`config.mk`:
```
export PLATFORM = sky130hd
export DESIGN_NAME = storeAlign
export DESIGN_NICKNAME = d
export VERILOG_FILES = /design/src/rtl/lsuPkg.sv /design/src/rtl/storeAlign.sv
export SDC_FILE = /design/constraint.sdc
export NUM_CORES = 1
export LEC_CHECK = 0
export ABC_AREA = 1
export BUFFER_PORTS_ARGS = -buffer_cell sky130_fd_sc_hd__buf_4
export CAP_MARGIN = 10
export CORE_MARGIN = 2
export CORE_UTILIZATION = 34
export DETAILED_ROUTE_END_ITERATION = 16
export GPL_TIMING_DRIVEN = 0
export PLACE_DENSITY_LB_ADDON = 0.05
export SYNTH_ARGS = -nofsm -noshare
export SYNTH_HDL_FRONTEND = slang
export SYNTH_SLANG_ARGS = --single-unit
export TNS_END_PERCENT = 50
```
`constraint.sdc`:
```
create_clock -name vclk -period 3.7
set_input_delay 1.11 -clock vclk [all_inputs]
set_output_delay 1.11 -clock vclk [all_outputs]
set_load 0.02 [all_outputs]
```
`src/rtl/lsuPkg.sv`:
```
package lsuPkg;

    // ========================================
    // Widths
    // ========================================
    localparam int xlen = 32;
    localparam int laneCount = xlen / 8;

    typedef logic [xlen-1:0] word_t;
    typedef logic [4:0] regAddr_t;
    typedef logic [2:0] funct3_t;
    typedef logic [laneCount-1:0] byteEn_t;
    typedef logic [xlen-1:0] cause_t;

    // ========================================
    // Access size codes
    // ========================================
    // Same encoding as the funct3 field of loads and stores
    localparam funct3_t funct3Byte = 3'd0;
    localparam funct3_t funct3Half = 3'd1;
    localparam funct3_t funct3Word = 3'd2;
    localparam funct3_t funct3ByteU = 3'd4;
    localparam funct3_t funct3HalfU = 3'd5;

    // ========================================
    // Exception causes
    // ========================================
    localparam cause_t causeLoadMisaligned = 32'd4;
    localparam cause_t causeStoreMisaligned = 32'd6;

    // ========================================
    // Memory word views
    // ========================================
    // Byte 0 and halfword 0 sit in the low bits
    typedef union packed {
        word_t word;
        logic [laneCount-1:0][7:0] bytes;
        logic [laneCount/2-1:0][15:0] halves;
    } memWord_t;

endpackage

```
`src/rtl/storeAlign.sv`:
```
module storeAlign (
    input logic m1Valid,
    input logic m1Store,
    input logic m1Exception,
    input lsuPkg::funct3_t m1Funct3,
    input lsuPkg::word_t m1Addr,
    input lsuPkg::word_t m1Data,
    output lsuPkg::byteEn_t wrEn,
    output lsuPkg::word_t wrData
);
    import lsuPkg::*;

    memWord_t aligned;
    byteEn_t laneEn;
    logic [1:0] offset;
    logic doWrite;

    assign offset = m1Addr[1:0];

    // Move the low byte or halfword into its lane
    always_comb begin
        aligned.word = '0;
        laneEn = '0;
        case (m1Funct3)
            funct3Byte: begin
                aligned.bytes[offset] = m1Data[7:0];
                laneEn = byteEn_t'(1) << offset;
            end
            funct3Half: begin
                aligned.halves[offset[1]] = m1Data[15:0];
                laneEn = offset[1] ? 4'b1100 : 4'b0011;
            end
            funct3Word: begin
                aligned.word = m1Data;
                laneEn = '1;
            end
            // Other codes store nothing
            default: begin
                aligned.word = m1Data;
            end
        endcase
    end

    // Trapped or non-store entries never touch the RAM
    assign doWrite = m1Valid && m1Store && !m1Exception;
    assign wrEn = doWrite ? laneEn : '0;
    assign wrData = aligned.word;

endmodule

```
Yosys cells after proc, flatten, opt, wreduce, memory -nomap -nowiden --
Index checks and enable logic that the tools add are counted. Widths: inputs -> output; s select.
Cells by class: order comparisons 4, equal/unequal tests 2, shift-type cells 1, multiplexer cells 8, bitwise operators 2, reduce and logical (&&, ||, !) cells 6
Operators with widths (count):
- $and 32x32->32 | 2
- $pmux 32 s2 | 1
- $demux 16 s1 | 1
- $demux 8 s2 | 1
- $mux 16 | 1
- $pmux 4 s3 | 1
- $mux 4 | 2
- $mux 8 | 1
- $logic_and 1x1->1 | 4
- $shl 1x2->4 const A | 1
- $eq 3x1->1 const B | 1
- $eq 3x2->1 const B | 1
- $logic_not 3->1 | 1
- $lt 2x3->1 const B | 1
- $ge 2x1->1 const B | 1
- $lt 1x2->1 const B | 1
- $ge 1x1->1 const B | 1
- $logic_not 1->1 | 1
Word-level totals: register bits 0, output and inout port bits 36, word-level logic and storage cells 23

Longest topological paths before layout --
word-level depth 6, depth in mapped cells 6, mapped depth without buffers 6

Worst setup path before layout --
OpenSTA, ideal clock, no wires.
path kind input to output, from input m1Funct3[2], to output wrData[10], arrival 1.993 ns, data required time 2.590 ns, path slack 0.597 ns, stages on the path 4, buffers on the path 1, cell sequence nor2_4 > nand2_4 > buf_6 > o21ai_0
Between the ends: longest elaborated chain between the ends 2, elaborated cells between the ends (all ways) 3, those cells by class eq/ne (1); mux (1); reduce/logical (1)
Ends and longest elaborated chain:
- start: declaration | line storeAlign.sv:5 | input lsuPkg::funct3_t m1Funct3,
- $eq 3x1->1 or $logic_not 3->1 (tied branches) | line storeAlign.sv:24 | case (m1Funct3)
- $pmux 32 s2 (*) | line storeAlign.sv:24
- end: declaration | line storeAlign.sv:9 | output lsuPkg::word_t wrData
Mark *: on every way between the ends. The rest lies on a longest branch, timed or not.

Worst setup path after layout --
from input m1Funct3[2], to output wrData[30]
Same word-level chain as after synthesis.

==> flow_metrics.tcl <==
set metrics [dict create \
    crit_family "buffers and inverters" \
    yosysWarnings 0 \
    setup_viol 0 \
    dieArea_sq_mm 0.002508 \
    cts_setup_buffers 0 \
    dieHeight_um 50.08 \
    cp.depth 8 \
    wl_um 2935 \
    nNetsFinal 291 \
    drt_iter0_markers 38 \
    grt_max_degree 11 \
    critPathSlowestCell "buf_4" \
    maxSlewViolCount 0 \
    crit_top_cell "buf_4" \
    regArea_sq_um 0 \
    cts_resized 0 \
    vias_per_cell 5.045 \
    numSequentialCells 0 \
    pwr-share-comb_pct 100.0 \
    final_common_cell "buf_4" \
    worstHoldPathType "in2out" \
    chipWidth_um 50.08 \
    synthToLayoutAreaGrowth_pct 83.71 \
    power_density_mw_per_mm2 137.7 \
    status "complete, no violations" \
    ioPinCount 106 \
    p_seq_share_pct 0 \
    whs_endpoint "wrData[16]" \
    start_kind "input port" \
    syn_nets 213 \
    hold_path_depth 4 \
    timing.final.crit_share_pct 87.42 \
    setup.worst_path.end_class "output port" \
    critical_path_arrival_ns 2.12 \
    layout-drive-gt1-share_pct 42.92 \
    drtPass1Iterations 5 \
    slowest_delay_ns 0.20 \
    antenna_found_initial 0 \
    layout_common_cells "78 x buf_4, 54 x nand3_1, 40 x nand2_1" \
    num_vias 1241 \
    rsz0062_at_grt "no" \
    synthesis.area_sq_um 721.9 \
    intPower_mw 0.08283 \
    min_from "m1Data[16]" \
    antenna-diode-count 0 \
    cp_max_fo 10 \
    finalCriticalPeriod_ns 3.234 \
    fmax_mhz 309.2 \
    swShare_pct 54.64 \
    gp_congestion 0.8597 \
    p_leak_nw 0.7468 \
    ant_nets 0 \
    slew_headroom_pct 79.99 \
    path_class "in2out" \
    rows 16 \
    synth.distinct_cells 17 \
    required_ns 2.59 \
    yosysSeqAreaShare_pct 0 \
    hold_viol 0 \
    clkbuf_count 0 \
    cap_violations 0 \
    setup_tns_ns 0 \
    initial_core_util_pct 36.43 \
    drc 0 \
    place.port_buffers 76 \
    path_buf_inv 4 \
    dp_hpwl_um 2345 \
    synth_area_per_cell_sq_um 5.049 \
    netlist_instances 143 \
    path_cells "buf_4 > inv_1 > nand2_4 > nor2_4 > buf_4 > nand3_1 > nand3_1 > buf_4" \
    gr-total-overflow 0 \
    grt_pass1_wl_um 4671 \
    netSwitchingPower_mw 0.09977 \
    peakVddDrop_uv 73.47 \
    grt_use_total_pct 22.62 \
    power.clock.fraction_pct 0 \
    core_sq_mm 0.001982 \
    p_total_mw 0.1826 \
    worst_slew_pin_slew_ns 0.2984 \
    wl_per_cell_um 11.93 \
    grt_pass1_vias 1110 \
    holdBufCountCts 0 \
]
==> power by group through the flow <==
stage	Clock, mW	Sequential (mW)	Combinational, mW
global route	0	0	0.196
CTS	0	0	0.183
global placement	0	0	0.180
detailed placement	0	0	0.182
finish	0	0	0.183
floorplan	0	0	0.0899
==> synth_stat cells (all sizes together) <==
library cell | number | area share [%]
a21boi | 8 | 8.3
buf | 6 | 6.6
clkinv | 2 | 1.2
inv | 11 | 5.7
nand2 | 42 | 24
nand3 | 55 | 39
nor2 | 10 | 7.6
o21ai | 9 | 7.8
==> area by class of cell <==
| type | instances | area [sq um] |
|---|---|---|
| buffer | 6 | 47.55 |
| fill | 187 | 655.6 |
| inverter | 13 | 50.05 |
| multi-input combinational | 124 | 624.3 |
| tap | 27 | 33.78 |
| timing repair buffer | 76 | 570.5 |
==> metrics by stage <==
stage | std cells | setup WS [ns] | hold WS [ns] | cell area (sq um) | utilization [%]
floorplan | 143 | 0.5968 | 2.389 | 721.9 | -
global placement | 246 | 0.4898 | 2.537 | 1326 | 66.92
detailed placement | 246 | 0.4842 | 2.536 | 1326 | 66.92
CTS | 246 | 0.4803 | 2.537 | 1326 | 66.92
global route | 246 | 0.3837 | 2.551 | 1326 | 66.92
finish | 246 | 0.4655 | 2.535 | 1326 | 66.92
==> metal layers <==
layer,wire length (um),share of wire [%],vias up,track usage (%)
met1,1203,41,545,28.26
met4,0,0,0,1.852
li1,-,-,637,-
met2,1481,50,59,43.42
met5,0,0,-,0
met3,250,8.5,0,0.9091
==> worst max-delay path by stage <==
stage / from / endpoint
after global placement: m1Funct3[2] / wrData[20]
after detailed placement: m1Funct3[2] / wrData[19]
after global routing: m1Funct3[2] / wrData[31]
after floorplan: m1Funct3[2] / wrData[10]
final: m1Funct3[2] / wrData[30]
after CTS: m1Funct3[2] / wrData[19]
==> cells by family after synthesis <==
logic type	Yosys count	synth area share, %
and+or+nand+nor	107	70.36
AOI/OAI and AO/OA	17	16.12
buffers and inverters	19	13.52
(Power assumes the default switching activity.)
