`config.mk`:
```
export PLATFORM = sky130hd
export DESIGN_NAME = addrGen
export DESIGN_NICKNAME = d
export VERILOG_FILES = /design/src/rtl/lsuPkg.sv /design/src/rtl/addrGen.sv
export SDC_FILE = /design/constraint.sdc
export NUM_CORES = 1
export LEC_CHECK = 0
export ABC_AREA = 1
export ABC_CLOCK_PERIOD_IN_PS = 1670
export BUFFER_PORTS_ARGS = -buffer_cell sky130_fd_sc_hd__buf_2
export CAP_MARGIN = 10
export CORE_ASPECT_RATIO = 1.75
export CORE_MARGIN = 3
export CORE_UTILIZATION = 25
export CTS_CLUSTER_SIZE = 28
export DETAILED_ROUTE_END_ITERATION = 6
export PLACE_DENSITY = 0.44
export SYNTH_ARGS = -nofsm -noshare
export SYNTH_HDL_FRONTEND = slang
export SYNTH_SLANG_ARGS = --single-unit
```
`constraint.sdc`:
```
create_clock -name clk -period 1.67 [get_ports clk]
set_input_delay 0.334 -clock clk [delete_from_list [all_inputs] [get_ports clk]]
set_output_delay 0.334 -clock clk [all_outputs]
set_load 0.02 [all_outputs]
```
`src/rtl/lsuPkg.sv`:
```
package lsuPkg;

    // ========================================
    // Widths
    // ========================================
    localparam int xlen = 32;
    localparam int laneCount = xlen / 8;

    typedef logic [xlen-1:0] word_t;
    typedef logic [4:0] regAddr_t;
    typedef logic [2:0] funct3_t;
    typedef logic [laneCount-1:0] byteEn_t;
    typedef logic [xlen-1:0] cause_t;

    // ========================================
    // Access size codes
    // ========================================
    // Same encoding as the funct3 field of loads and stores
    localparam funct3_t funct3Byte = 3'd0;
    localparam funct3_t funct3Half = 3'd1;
    localparam funct3_t funct3Word = 3'd2;
    localparam funct3_t funct3ByteU = 3'd4;
    localparam funct3_t funct3HalfU = 3'd5;

    // ========================================
    // Exception causes
    // ========================================
    localparam cause_t causeLoadMisaligned = 32'd4;
    localparam cause_t causeStoreMisaligned = 32'd6;

    // ========================================
    // Memory word views
    // ========================================
    // Byte 0 and halfword 0 sit in the low bits
    typedef union packed {
        word_t word;
        logic [laneCount-1:0][7:0] bytes;
        logic [laneCount/2-1:0][15:0] halves;
    } memWord_t;

endpackage

```
`src/rtl/addrGen.sv`:
```
module addrGen (
    input logic clk,
    input logic reset,
    input logic reqValid,
    input logic reqStore,
    input lsuPkg::funct3_t reqFunct3,
    input lsuPkg::word_t reqBase,
    input lsuPkg::word_t reqOffset,
    input lsuPkg::word_t reqData,
    input lsuPkg::regAddr_t reqRd,
    output logic m1Valid,
    output logic m1Store,
    output lsuPkg::funct3_t m1Funct3,
    output lsuPkg::word_t m1Addr,
    output lsuPkg::word_t m1Data,
    output lsuPkg::regAddr_t m1Rd,
    output logic m1Exception,
    output lsuPkg::cause_t m1Cause
);
    import lsuPkg::*;

    logic exValid;
    logic exStore;
    funct3_t exFunct3;
    word_t exBase;
    word_t exOffset;
    word_t exData;
    regAddr_t exRd;
    word_t exAddr;
    logic misaligned;
    logic exException;
    cause_t exCause;

    // ========================================
    // Execute register
    // ========================================
    always_ff @(posedge clk or posedge reset) begin
        if (reset) begin
            exValid <= 1'b0;
            exStore <= 1'b0;
        end else begin
            exValid <= reqValid;
            exStore <= reqStore;
        end
    end

    always_ff @(posedge clk) begin
        exFunct3 <= reqFunct3;
        exBase <= reqBase;
        exOffset <= reqOffset;
        exData <= reqData;
        exRd <= reqRd;
    end

    // Address add, the only ALU operation kept
    assign exAddr = exBase + exOffset;

    // Words need 4-byte alignment, halfwords 2-byte
    assign misaligned = ((exFunct3 == funct3Word) && (exAddr[1:0] != 2'b00)) ||
                        (((exFunct3 == funct3Half) || (exFunct3 == funct3HalfU)) && exAddr[0]);

    assign exException = exValid && misaligned;
    assign exCause = !exException ? '0 :
                     (exStore ? causeStoreMisaligned : causeLoadMisaligned);

    // ========================================
    // Execute to memory stage one
    // ========================================
    always_ff @(posedge clk or posedge reset) begin
        if (reset) begin
            m1Valid <= 1'b0;
            m1Store <= 1'b0;
            m1Exception <= 1'b0;
        end else begin
            m1Valid <= exValid;
            m1Store <= exStore;
            m1Exception <= exException;
        end
    end

    always_ff @(posedge clk) begin
        m1Funct3 <= exFunct3;
        m1Addr <= exAddr;
        m1Data <= exData;
        m1Rd <= exRd;
        m1Cause <= exCause;
    end

endmodule

```
## Yosys cells after proc, flatten, opt, wreduce, memory -nomap -nowiden

Index checks and enable logic that the tools add are counted.

| storage, ports and cells | value |
|---|---|
| memory bits (writable) | 0 |
| bits of input ports | 108 |
| bits in read-only memories | 0 |
| register bits | 213 |
| latch bits | 0 |
| output and inout port bits | 107 |
| memories kept | 0 |
| logic and storage cells | 26 |

| cells by class | value |
|---|---|
| add/sub/neg operators | 1 |
| eq/ne operators | 3 |
| magnitude comparators | 0 |
| shift-type cells | 0 |
| divide/modulo/power cells | 0 |
| reduce and logical (&&, ||, !) cells | 6 |
| mux-type cells | 1 |
| $mul | 0 |
| bitwise gates (word level) | 0 |

Operators by type and width:

| kind | number |
|---|---|
| $add 32x32->32 | 1 |
| $eq 3x1->1 const B | 1 |
| $eq 3x2->1 const B | 1 |
| $eq 3x3->1 const B | 1 |
| $logic_and 1x1->1 | 3 |
| $logic_or 1x1->1 | 2 |
| $mux 2 | 1 |
| $reduce_bool 2->1 | 1 |

## Longest topological paths before layout

| logic depth | value |
|---|---|
| word-level depth | 5 |
| depth in mapped cells | 12 |

## Worst setup path after synthesis

No wires, ideal clock.

| timing path | value |
|---|---|
| kind | flip-flop to flip-flop |
| start point | register exBase[0] |
| end point | register m1Addr[28] |
| stages on the path, launching flop included | 13 |
| required time | 1.558 ns |
| setup time | 0.112 ns |
| buffers on the path | 0 |
| data arrival time | 1.578 ns |
| slack | -0.020 ns |
| clock period less this slack | 1.690 ns |
| cell sequence | dfxtp_1 > ha_1 > fa_1 > nand3_1 > nand3_2 > nand2_1 > nand2_2 > nand2_1 > nand2_2 > nand2_1 > nand2_1 > nand2_1 > nand2_1 |

| on the way | value |
|---|---|
| longest elaborated chain between the ends | 1 |

Ends and longest elaborated chain:

| item | line | source |
|---|---|---|
| start: declaration | addrGen.sv:25 | `word_t exBase;` |
| start signal: assignment | addrGen.sv:49 | `exBase <= reqBase;` |
| $add 32x32->32 | addrGen.sv:56 | `assign exAddr = exBase + exOffset;` |
| via exAddr[28] | addrGen.sv:29 | `word_t exAddr;` |
| end signal: assignment | addrGen.sv:83 | `m1Addr <= exAddr;` |
| end: declaration | addrGen.sv:14 | `output lsuPkg::word_t m1Addr,` |

The timed path passes the listed nets, and every way through them passes these cells.
A chain may end at the register's enable or synchronous reset.

## Worst setup path after layout

| timing path | value |
|---|---|
| start point | register exOffset[0] |
| end point | register m1Addr[20] |

| on the way | value |
|---|---|
| longest elaborated chain between the ends | 1 |

Ends and longest elaborated chain:

| item | line | source |
|---|---|---|
| start: declaration | addrGen.sv:26 | `word_t exOffset;` |
| start signal: assignment | addrGen.sv:50 | `exOffset <= reqOffset;` |
| $add 32x32->32 | addrGen.sv:56 |  |
| via exAddr[20] | addrGen.sv:29 |  |

The timed path passes the listed nets, and every way through them passes these cells.

==> results.sh <==
export IMPL_status="completed"
export IMPL_final_common_cell="nand2_1"
export IMPL_timing_final_max_slew_violations=0
export IMPL_clock_root_buffer="clkbuf_16"
export IMPL_rr_endpoint="m1Addr[20]"
export IMPL_path_clk_slew_ps=80
export IMPL_wl_per_cell_um=12.4
export IMPL_die_w_um=126
export IMPL_final_cell_mix="199 x nand2_1, 184 x buf_2, 176 x dfxtp_1, 111 x inv_1, 107 x dlygate4sd3_1"
export IMPL_portBuffers=184
export IMPL_cts_max_level=4
export IMPL_drc=0
export IMPL_maxCapViolations=0
export IMPL_critPathLaunchType="flop"
export IMPL_syn_area_um2=6340
export IMPL_r2r_cells=12
export IMPL_clock_path_buffers=2
export IMPL_fillers=2505
export IMPL_clock_skew_ps=14.5
export IMPL_via_count=5219
export IMPL_rows=76
export IMPL_setup_viol=0
export IMPL_finalNetCount=1187
export IMPL_avgSynthCellArea_um2=8.86
export IMPL_dp_hpwl_um=13300
export IMPL_synth_seq_cells=183
export IMPL_end_kind="flop"
export IMPL_synth_cell_types=26
export IMPL_gr_total_overflow=0
export IMPL_min_period_over_period=0.980
export IMPL_start_util=0.256
export IMPL_grt_pass1_wl_um=26700
export IMPL_dr_pass1_iters=4
export IMPL_r2r_setup_slack_ps=30
export IMPL_total_power_w=0.0109
export IMPL_gp_congestion=0.793
export IMPL_grt_pass1_vias=5420
export IMPL_layout_drive_gt1_share=0.325
export IMPL_crit_type="reg2reg"
export IMPL_crit_buf_inv=0
export IMPL_whs_ps=325
export IMPL_ir_worst_vdd_v=0.000825
export IMPL_rsz0062_at_grt="true"
export IMPL_drt_initial_drc_count=136
export IMPL_netlist_instances=716
export IMPL_path_cells="ha_4, fa_2, nand3_2, nand3_2, nand2_1, nand2_2, nand2_2, nand2_4, nand2_4, nand2_2, nand2_1, nand2_1"
export IMPL_grt_use_total=0.128
export IMPL_power_density_nw_per_um2=1110
export IMPL_arrival_ps=1980
export IMPL_hp_class="in2async"
export IMPL_yosysWarnings=0
export IMPL_p_leak_nw=5.00
export IMPL_antenna_found_initial=1
export IMPL_post_dp_cell_area_um2=7690
export IMPL_finalHoldViolCount=0
export IMPL_cts_sinks=183
export IMPL_final_min_clock_period_ps=1640
export IMPL_area_growth_pct=55.2
export IMPL_slowest_delay_ps=370
export IMPL_slowest_stage="fa_2"
export IMPL_die_h_um=217
export IMPL_crit_fanout=4
export IMPL_postRouteWirelength_um=17100
export IMPL_cts_tree="built"
export IMPL_cts_buffers=17
export IMPL_grt_max_degree=19
export IMPL_max_clock_freq_mhz=611
export IMPL_die_area_um2=27400
export IMPL_r2r_start="exOffset[0]"
export IMPL_crit_family="simple AND/OR/NAND/NOR gates"
export IMPL_core_um2=24800
export IMPL_vias_per_cell=3.80
export IMPL_clk_latency_ps=440
export IMPL_yosysSeqAreaShare=0.582
export IMPL_ant_nets=0
export IMPL_required_ps=2020
export IMPL_stdcell_area_um2=9840
export IMPL_cp_startpoint="exOffset[0]"
export IMPL_top_level_ports=215
-- flip-flops by register name (all words and copies together), names as in the netlist, 5 cells and up --
signal    flops
exBase       32
exData       32
exOffset     32
exRd          5
m1Addr       32
m1Data       32
m1Rd          5
-- worst max-delay path by stage --
| stage | slack [ps] | to | depth (start not counted) |
|---|---|---|---|
| after floorplan | 40 | m1Addr[28] | 12 |
| after CTS | -10 | m1Addr[28] | 12 |
| final | 30 | m1Addr[20] | 12 |
| after global routing | -60 | m1Addr[30] | 11 |
| after global placement | -40 | m1Addr[26] | 8 |
| after detailed placement | -40 | m1Addr[20] | 12 |
-- stage by stage --
stage / std cells / setup WS, ps / utilization / setup TNS [ps]
4_1_cts: 1370 / -10.2 / 0.380 / -25.6
5_1_grt: 1373 / -57.8 / 0.397 / -197
3_3_place_gp: 1231 / -37.8 / 0.310 / -94.3
6_report: 1373 / 33.6 / 0.397 / 0
2_1_floorplan: 745 / 43.7 / - / 0
3_5_place_dp: 1231 / -39.6 / 0.310 / -101
-- timing repair --
action,CTS,global route
setup buffers,0,2
setup endpoints to repair,10,21
resized for setup,9,85
pin swaps,1,12
endpoints found under the hold margin,111,0
hold buffers,107,0
gates cloned,0,0
-- tightest hold or removal path, stage by stage --
cell and delay (ps):
dlygate4sd3_1 530, buf_2 120, inv_1 150
-- cells by family after synthesis --
family | count (synthesis) | synth area share
AOI/OAI and AO/OA | 25 | 0.0221
xor gates and xnor gates | 16 | 0.0221
adders and majority gates | 32 | 0.0643
buffers and inverters | 145 | 0.104
DFF | 183 | 0.582
other | 1 | 0.000591
and+or+nand+nor | 314 | 0.206
-- cell usage after synthesis --
cell type	count	area, um2
nand3_2	4	40.0
ha_1	31	388
nor3b_1	1	7.51
inv_1	112	420
nand3_1	23	115
dfrtp_1	5	125
xor2_1	14	123
inv_2	3	11.3
nor2_2	2	12.5
a21oi_2	1	8.76
a21oi_1	20	100
a21o_1	1	7.51
nand2_2	14	87.6
xnor2_1	2	17.5
o221ai_1	1	8.76
nor3_2	2	20.0
or2_4	1	8.76
nor3_1	3	15.0
fa_1	1	20.0
nor2_1	40	150
nand4_1	3	18.8
buf_4	30	225
conb_1	1	3.75
o21bai_1	2	15.0
dfxtp_1	178	3560
nand2_1	221	830
-- metal layers --
metal  vias to the layer above  wire length, um  global-route usage
met5                         -                0                   0
met3                        28              795              0.0286
met1                      2287             5930               0.120
met4                         0              617              0.0744
li1                       2750                -                   -
met2                       154             9740               0.249
-- layout make-up --
type                    count  area, um2  share of cell area
multi-input cells         417       2550               0.260
clock buffers              19        453              0.0460
clock inverters            13        160              0.0163
diodes                      1       2.50            0.000254
inverters                 115        432              0.0439
repair buffers            313       2160               0.219
well taps                 312        390              0.0397
flip-flops and latches    183       3690               0.375
-- power by group --
part | internal [W] | switching (W) | total, W
sequential | 0.00472 | 0.000125 | 0.00484
clock | 0.00221 | 0.00187 | 0.00407
combinational | 0.000852 | 0.00113 | 0.00198
Note: power is estimated with default switching activity, not from simulation.
