## src/rtl/lsuPkg.sv

```systemverilog
package lsuPkg;

    // ========================================
    // Widths
    // ========================================
    localparam int xlen = 32;
    localparam int laneCount = xlen / 8;

    typedef logic [xlen-1:0] word_t;
    typedef logic [4:0] regAddr_t;
    typedef logic [2:0] funct3_t;
    typedef logic [laneCount-1:0] byteEn_t;
    typedef logic [xlen-1:0] cause_t;

    // ========================================
    // Access size codes
    // ========================================
    // Same encoding as the funct3 field of loads and stores
    localparam funct3_t funct3Byte = 3'd0;
    localparam funct3_t funct3Half = 3'd1;
    localparam funct3_t funct3Word = 3'd2;
    localparam funct3_t funct3ByteU = 3'd4;
    localparam funct3_t funct3HalfU = 3'd5;

    // ========================================
    // Exception causes
    // ========================================
    localparam cause_t causeLoadMisaligned = 32'd4;
    localparam cause_t causeStoreMisaligned = 32'd6;

    // ========================================
    // Memory word views
    // ========================================
    // Byte 0 and halfword 0 sit in the low bits
    typedef union packed {
        word_t word;
        logic [laneCount-1:0][7:0] bytes;
        logic [laneCount/2-1:0][15:0] halves;
    } memWord_t;

endpackage

```

## src/rtl/loadExtract.sv

```systemverilog
module loadExtract (
    input logic clk,
    input logic reset,
    input logic m1Valid,
    input logic m1Store,
    input lsuPkg::funct3_t m1Funct3,
    input lsuPkg::word_t m1Addr,
    input lsuPkg::regAddr_t m1Rd,
    input logic m1Exception,
    input lsuPkg::cause_t m1Cause,
    input lsuPkg::word_t rdData,
    output logic respValid,
    output logic respStore,
    output lsuPkg::regAddr_t respRd,
    output lsuPkg::word_t respData,
    output logic respException,
    output lsuPkg::cause_t respCause,
    output lsuPkg::word_t respTval
);
    import lsuPkg::*;

    logic m2Valid;
    logic m2Store;
    logic m2Exception;
    funct3_t m2Funct3;
    word_t m2Addr;
    regAddr_t m2Rd;
    cause_t m2Cause;
    memWord_t rdWord;
    logic [7:0] byteSel;
    logic [15:0] halfSel;
    word_t loadValue;

    // ========================================
    // Memory stage two register
    // ========================================
    always_ff @(posedge clk or posedge reset) begin
        if (reset) begin
            m2Valid <= 1'b0;
            m2Store <= 1'b0;
            m2Exception <= 1'b0;
        end else begin
            m2Valid <= m1Valid;
            m2Store <= m1Store;
            m2Exception <= m1Exception;
        end
    end

    always_ff @(posedge clk) begin
        m2Funct3 <= m1Funct3;
        m2Addr <= m1Addr;
        m2Rd <= m1Rd;
        m2Cause <= m1Cause;
    end

    // RAM word arrives in this cycle
    assign rdWord = rdData;
    assign byteSel = rdWord.bytes[m2Addr[1:0]];
    assign halfSel = rdWord.halves[m2Addr[1]];

    always_comb begin
        case (m2Funct3)
            funct3Byte: loadValue = {{(xlen-8){byteSel[7]}}, byteSel};
            funct3ByteU: loadValue = {{(xlen-8){1'b0}}, byteSel};
            funct3Half: loadValue = {{(xlen-16){halfSel[15]}}, halfSel};
            funct3HalfU: loadValue = {{(xlen-16){1'b0}}, halfSel};
            // Word and unsupported codes pass the full word
            default: loadValue = rdWord.word;
        endcase
    end

    // ========================================
    // Writeback register
    // ========================================
    always_ff @(posedge clk or posedge reset) begin
        if (reset) begin
            respValid <= 1'b0;
            respStore <= 1'b0;
            respException <= 1'b0;
        end else begin
            respValid <= m2Valid;
            respStore <= m2Store;
            respException <= m2Exception;
        end
    end

    always_ff @(posedge clk) begin
        respRd <= m2Rd;
        respCause <= m2Cause;
        respTval <= m2Exception ? m2Addr : '0;
        respData <= (m2Store || m2Exception) ? '0 : loadValue;
    end

endmodule

```

## config.mk

```make
export PLATFORM = sky130hd
export DESIGN_NAME = loadExtract
export DESIGN_NICKNAME = d
export VERILOG_FILES = /design/src/rtl/lsuPkg.sv /design/src/rtl/loadExtract.sv
export SDC_FILE = /design/constraint.sdc
export NUM_CORES = 1
export LEC_CHECK = 0
export ABC_AREA = 0
export BUFFER_PORTS_ARGS = -buffer_cell sky130_fd_sc_hd__buf_2
export CORE_MARGIN = 5
export CORE_UTILIZATION = 25
export CTS_CLUSTER_SIZE = 14
export DETAILED_ROUTE_END_ITERATION = 10
export SETUP_SLACK_MARGIN = 0.5
export SYNTH_ARGS = -nofsm -noshare
export SYNTH_HDL_FRONTEND = slang
export SYNTH_SLANG_ARGS = --single-unit
```

## constraint.sdc

```tcl
create_clock -name clk -period 1.82 [get_ports clk]
set_input_delay 0.546 -clock clk [delete_from_list [all_inputs] [get_ports clk]]
set_output_delay 0.546 -clock clk [all_outputs]
set_load 0.005 [all_outputs]
```

-- Word-level counts from Yosys, hierarchy flattened
Cells that the tools add are included.
- register bits after elaboration: 179
- output and inout bits: 104
- logic and storage cells: 26
- magnitude comparators: 2
- eq/ne operators: 3
- multiplexer cells: 5
- reduce and logical (&&, ||, !) cells: 2
- operators by type and width (operator ; number):
    $pmux W32 S4 ; 1
    $mux W16 ; 2
    $bmux W8 S2 ; 1
    $mux W8 ; 1
    $eq A3 B3 Y1 const B ; 2
    $eq A3 B1 Y1 const B ; 1
    $logic_not A3 Y1 ; 1
    $lt A2 B3 Y1 const B ; 1
    $lt A1 B2 Y1 const B ; 1
    $logic_or A1 B1 Y1 ; 1

-- Depth between registers and ports, before layout
- depth after elaboration: 3
- mapped depth: 6

-- Worst setup path before layout
Ideal clock, no wire load.
- path type: input to register
- from: input rdData[31]
- to: register respData[20]
- arrival time: 1461 ps
- required time: 1691 ps
- path slack: 229 ps
- cell stages on the path: 5
- cells stage by stage: mux4_2 buf_6 nand2_4 buf_8 a31oi_2
- longest elaborated chain between the ends: 3
- elaborated cells on any way between the ends: 5
- those cells by class: 5 x mux
- ends and longest elaborated chain (item ; RTL line ; text):
    from (decl) ; loadExtract.sv:11 ; input lsuPkg::word_t rdData,
    $bmux W8 S2 / $mux W16 (equally long branches) ; loadExtract.sv:58, loadExtract.sv:59 ;
    $mux W8 (not written as such) / $mux W16 (equally long branches) ; loadExtract.sv:58, loadExtract.sv:59 ;
    $pmux W32 S4 * ; loadExtract.sv:62 ; case (m2Funct3)
    to (signal assigned) ; loadExtract.sv:91 ; respData <= (m2Store || m2Exception) ? '0 : loadValue;
    to (decl) ; loadExtract.sv:15 ; output lsuPkg::word_t respData,
Every way passes the cells marked *; elsewhere a longest branch is shown, timed or not. The select of a mux whose other input is x is not followed.
A chain may end at the register's enable or synchronous reset.

-- Final worst setup path
- from: register m2Addr[0]
- to: register respData[20]
- longest elaborated chain between the ends: 3
- ends and longest elaborated chain (item ; RTL line ; text):
    from (decl) ; loadExtract.sv:26 ; word_t m2Addr;
    from (signal assigned) ; loadExtract.sv:51 ; m2Addr <= m1Addr;
    $bmux W8 S2 ; loadExtract.sv:58 ; assign byteSel = rdWord.bytes[m2Addr[1:0]];
    $mux W8 (not written as such) ; loadExtract.sv:58 ;
    $pmux W32 S4 ; loadExtract.sv:62 ;
No other way between the ends. The select of a mux whose other input is x is not followed.

==> results.py <==
metrics = {
    "grt": {
        "grt-ovfl-total": 0,
        "grt_util_met2": 0.199,
        "met3_grt_util": 0.0485,
        "first_pass_grt_wire_length_um": 20300,
        "groute.layer.met1.usage": 0.138,
        "globalRouteTotalUtil": 0.119,
        "antenna_found_initial": 0,
        "global_route.peak_usage_layer": "met2",
        "grt_start_max_net_pins": 35,
        "first_global_vias": 3582,
    },
    "yosys": {
        "ys_seq_elements": 179,
        "synth_enable_flop_cells": 0,
        "synth_flop_cell": "dfxtp_1",
        "synth_async_sr_flop_share": 0.0335,
        "net_count_of_the_mapped_netlist": 486,
        "avgSynthCellArea_um2": 13.2,
        "syn_area_um2": 4960,
        "synthesis.yosys.warnings": 0,
        "post_synth_num_cell_types": 37,
        "synth-seq-area-share": 0.729,
        "netlist_instances": 377,
    },
    "pwr": {
        "sw_frac_of_total": 0.235,
        "power.combinational.fraction": 0.078,
        "power.clock.fraction": 0.434,
        "cellInternalPower_w": 0.00659,
        "sw_pwr_w": 0.00202,
        "power.sequential.fraction": 0.489,
        "finalPower_w": 0.00861,
        "power.leakage_nw": 3.39,
        "vdd.ir_drop.worst_mv": 0.568,
        "power-per-cell-area_nw_per_um2": 1150,
    },
    "timing": {
        "setup-tns-final_ps": 0,
        "timing.clock.skew_ps": 13.3,
        "period_share": 0.809,
        "relSlewSlack": 0.627,
        "unrepaired_setup_endpoints_after_global_routing": "true",
        "final-setup-viol-count": 0,
        "final_count_of_pins_violating_max_slew": 0,
        "worst-slew-pin-transition_ps": 558,
        "report.final.hold_viol_count": 0,
        "min_period_ps": 1470,
        "timing.fmax_mhz": 679,
    },
    "clocking": {
        "insertion_delay_ps": 420,
        "cts.sink_count": 179,
        "cts.reportedPaths.clkPinSlew_ps": 70,
        "total_clock_buffers_created_by_cts": 17,
        "cts.root.buffer_cell": "clkbuf_16",
        "cts_htree_levels": 4,
        "cts.path.max_buffers": 2,
        "tritoncts_clock_tree": "done",
    },
    "floorplan": {
        "fp.dieArea_um2": 22800,
        "row_count": 51,
        "die_w_um": 151,
        "die_y_um": 151,
        "effective_utilization_at_floorplan": 0.254,
        "core_area_um2": 19500,
        "ioPinCount": 213,
    },
    "detailed_routing": {
        "drt.antenna.violating_nets": 0,
        "drc": 0,
        "post_drt_via_cell_ratio": 4.04,
        "finalWirelength_um": 13800,
        "vias": 3589,
        "1st_pass_router_iterations": 4,
        "routed_wire_length_per_instance_um": 15.6,
        "detail_route.iter0.violations": 211,
    },
    "worst_setup_path": {
        "worst_setup_path_end_kind": "flip-flop",
        "critical_path_required_ps": 2110,
        "setup.worst_path.start_class": "flip-flop",
        "cp_max_fo": 8,
        "worst-endpoint-arrival_ps": 1760,
        "timing_worst_setup_path_type": "reg -> reg",
        "r2r-start": "m2Addr[0]",
        "start_point_of_the_critical_path": "m2Addr[0]",
    },
    "place": {
        "globalplace.congestion": 0.763,
        "detailedPlacementHpwl_um": 10400,
        "placement.io_buffers": 212,
    },
    "finish": {
        "share_of_post_route_cells_with_drive_strength_above_1": 0.545,
        "fin_nets": 721,
        "antenna_cells_inserted": 0,
        "area_growth_syn_to_layout_pct": 50.9,
    },
    "run": {
        "maxCapViolations": 0,
    },
    "min_path": {
        "holdCritPathClass": "in -> async",
    },
    "run_status": {
        "outcome": "finished clean",
    },
}
sequential cells by signal (all words and copies together) (netlist names), 3 cells and up:
name	count
m2Addr	32
m2Cause	32
m2Funct3	3
m2Rd	5
respCause	32
respData	32
respRd	5
respTval	32
layer usage:
layer | wire, um | vias up
met3 | 1430 | 19
met1 | 5350 | 1647
met4 | 223 | 0
met5 | 0 | -
li1 | - | 1757
met2 | 6820 | 166
cells in the mapped netlist (3+ instances only):
master / count / area (um^2)
inv_1: 3 / 11.3
dfxtp_1: 173 / 3460
nand4b_1: 5 / 43.8
a21oi_1: 9 / 45.0
nor2_1: 4 / 15.0
nand2b_1: 9 / 56.3
dfrtp_1: 6 / 150
a211o_1: 4 / 35.0
nand2_1: 26 / 97.6
a31oi_2: 9 / 113
a21o_1: 17 / 128
nand4_1: 9 / 56.3
and2_1: 32 / 200
a31oi_1: 7 / 43.8
o211ai_1: 8 / 60.1
mux2_2: 4 / 45.0
mux2i_1: 5 / 50.1
nor2b_1: 3 / 18.8
o211a_1: 4 / 40.0
clkbuf_1: 12 / 45.0
nand3b_1: 6 / 45.0
buf_2: 5 / 25.0
logic make-up (layout without fill, tap and decap cells):
family,after synthesis,in the layout,synth area share
simple gates,102,103,0.120
compound gates,63,63,0.104
flops,179,179,0.729
buf+inv,23,269,0.0232
mux,10,10,0.0237
power groups by stage:
stage / Combinational (W) / Clock, W / Sequential, W
6_report: 0.000668 / 0.00373 / 0.00420
5_1_grt: 0.000729 / 0.00404 / 0.00423
4_1_cts: 0.000620 / 0.00386 / 0.00420
2_1_floorplan: 0.000225 / 0 / 0.00428
3_3_place_gp: 0.000562 / 0 / 0.00427
3_5_place_dp: 0.000566 / 0 / 0.00428
per-stage QoR:
stage          utilization  area (um^2)  setup slack (ps)  instances  hold slack [ps]
5_1_grt              0.383         7480               291        889             34.3
4_1_cts              0.369         7200               337        883             14.8
3_5_place_dp         0.326         6370              97.6        848              312
2_1_floorplan            -         4980               230        377              310
6_report             0.383         7480               348        889             28.8
3_3_place_gp         0.326         6370               128        848              310
cell type report:
type                       instances  area (um^2)
clock buffer                      17          425
clock inverter                    14          189
fill                            1920        12000
inverter                           3         11.3
multi-input combinational        176         1330
sequential                       179         3680
tap                              265          332
timing repair buffer             235         1520
final timing paths:
check / to / slack (ps) / cells past startpoint
worst min register to register: respCause[3] / 330 / 0
worst min-delay path: respValid / 30 / 2
worst max register to register: respData[20] / 350 / 4
max in group asynchronous: m2Exception / 1600 / 2
worst max-delay path: respData[20] / 350 / 4
min in group clk: m2Funct3[0] / 220 / 1
cells in the final DEF, fill, tap and decap left out, types with 2 or more instances in the layout:
master     Yosys  routed
mux2_2         4       4
clkinv_8       0       2
buf_4          1      15
a211o_1        4       4
bufinv_16      0       2
a31oi_2        9       8
mux2i_2        0       3
inv_8          0       4
inv_6          0       3
and2_1        32      32
mux2i_1        5       2
a31oi_1        7       7
dfrtp_1        6       6
nand2b_1       9       8
nand2_1       26      26
dfxtp_1      173     127
a31oi_4        1       2
dfxtp_2        0      44
buf_6          1      41
nor2b_1        3       3
dfxtp_4        0       2
o211ai_1       8       8
a2111oi_4      0       2
a21o_1        17      17
buf_2          5     175
clkbuf_16      0      18
clkinv_4       0       2
nand4b_1       5       5
o211a_1        4       4
nor2_1         4       3
inv_1          3       3
a21oi_1        9       9
nand3b_1       6       6
nand4_1        9       9
worst max-delay path, stage by stage (launching register included):
cell and delay, ps:
dfxtp_4 390, mux4_2 600, buf_6 170, nand2_8 90, a31oi_2 100
repair_timing:
| item | 4_1_cts | 5_1_grt |
|---|---|---|
| setup buffers | 3 | 5 |
| cloned | 1 | 1 |
| hold buffers | 0 | 0 |
| pin swaps | 4 | 1 |
| endpoints found under the setup margin | 136 | 135 |
| gates resized for setup | 61 | 54 |
(Power assumes the default switching activity.)
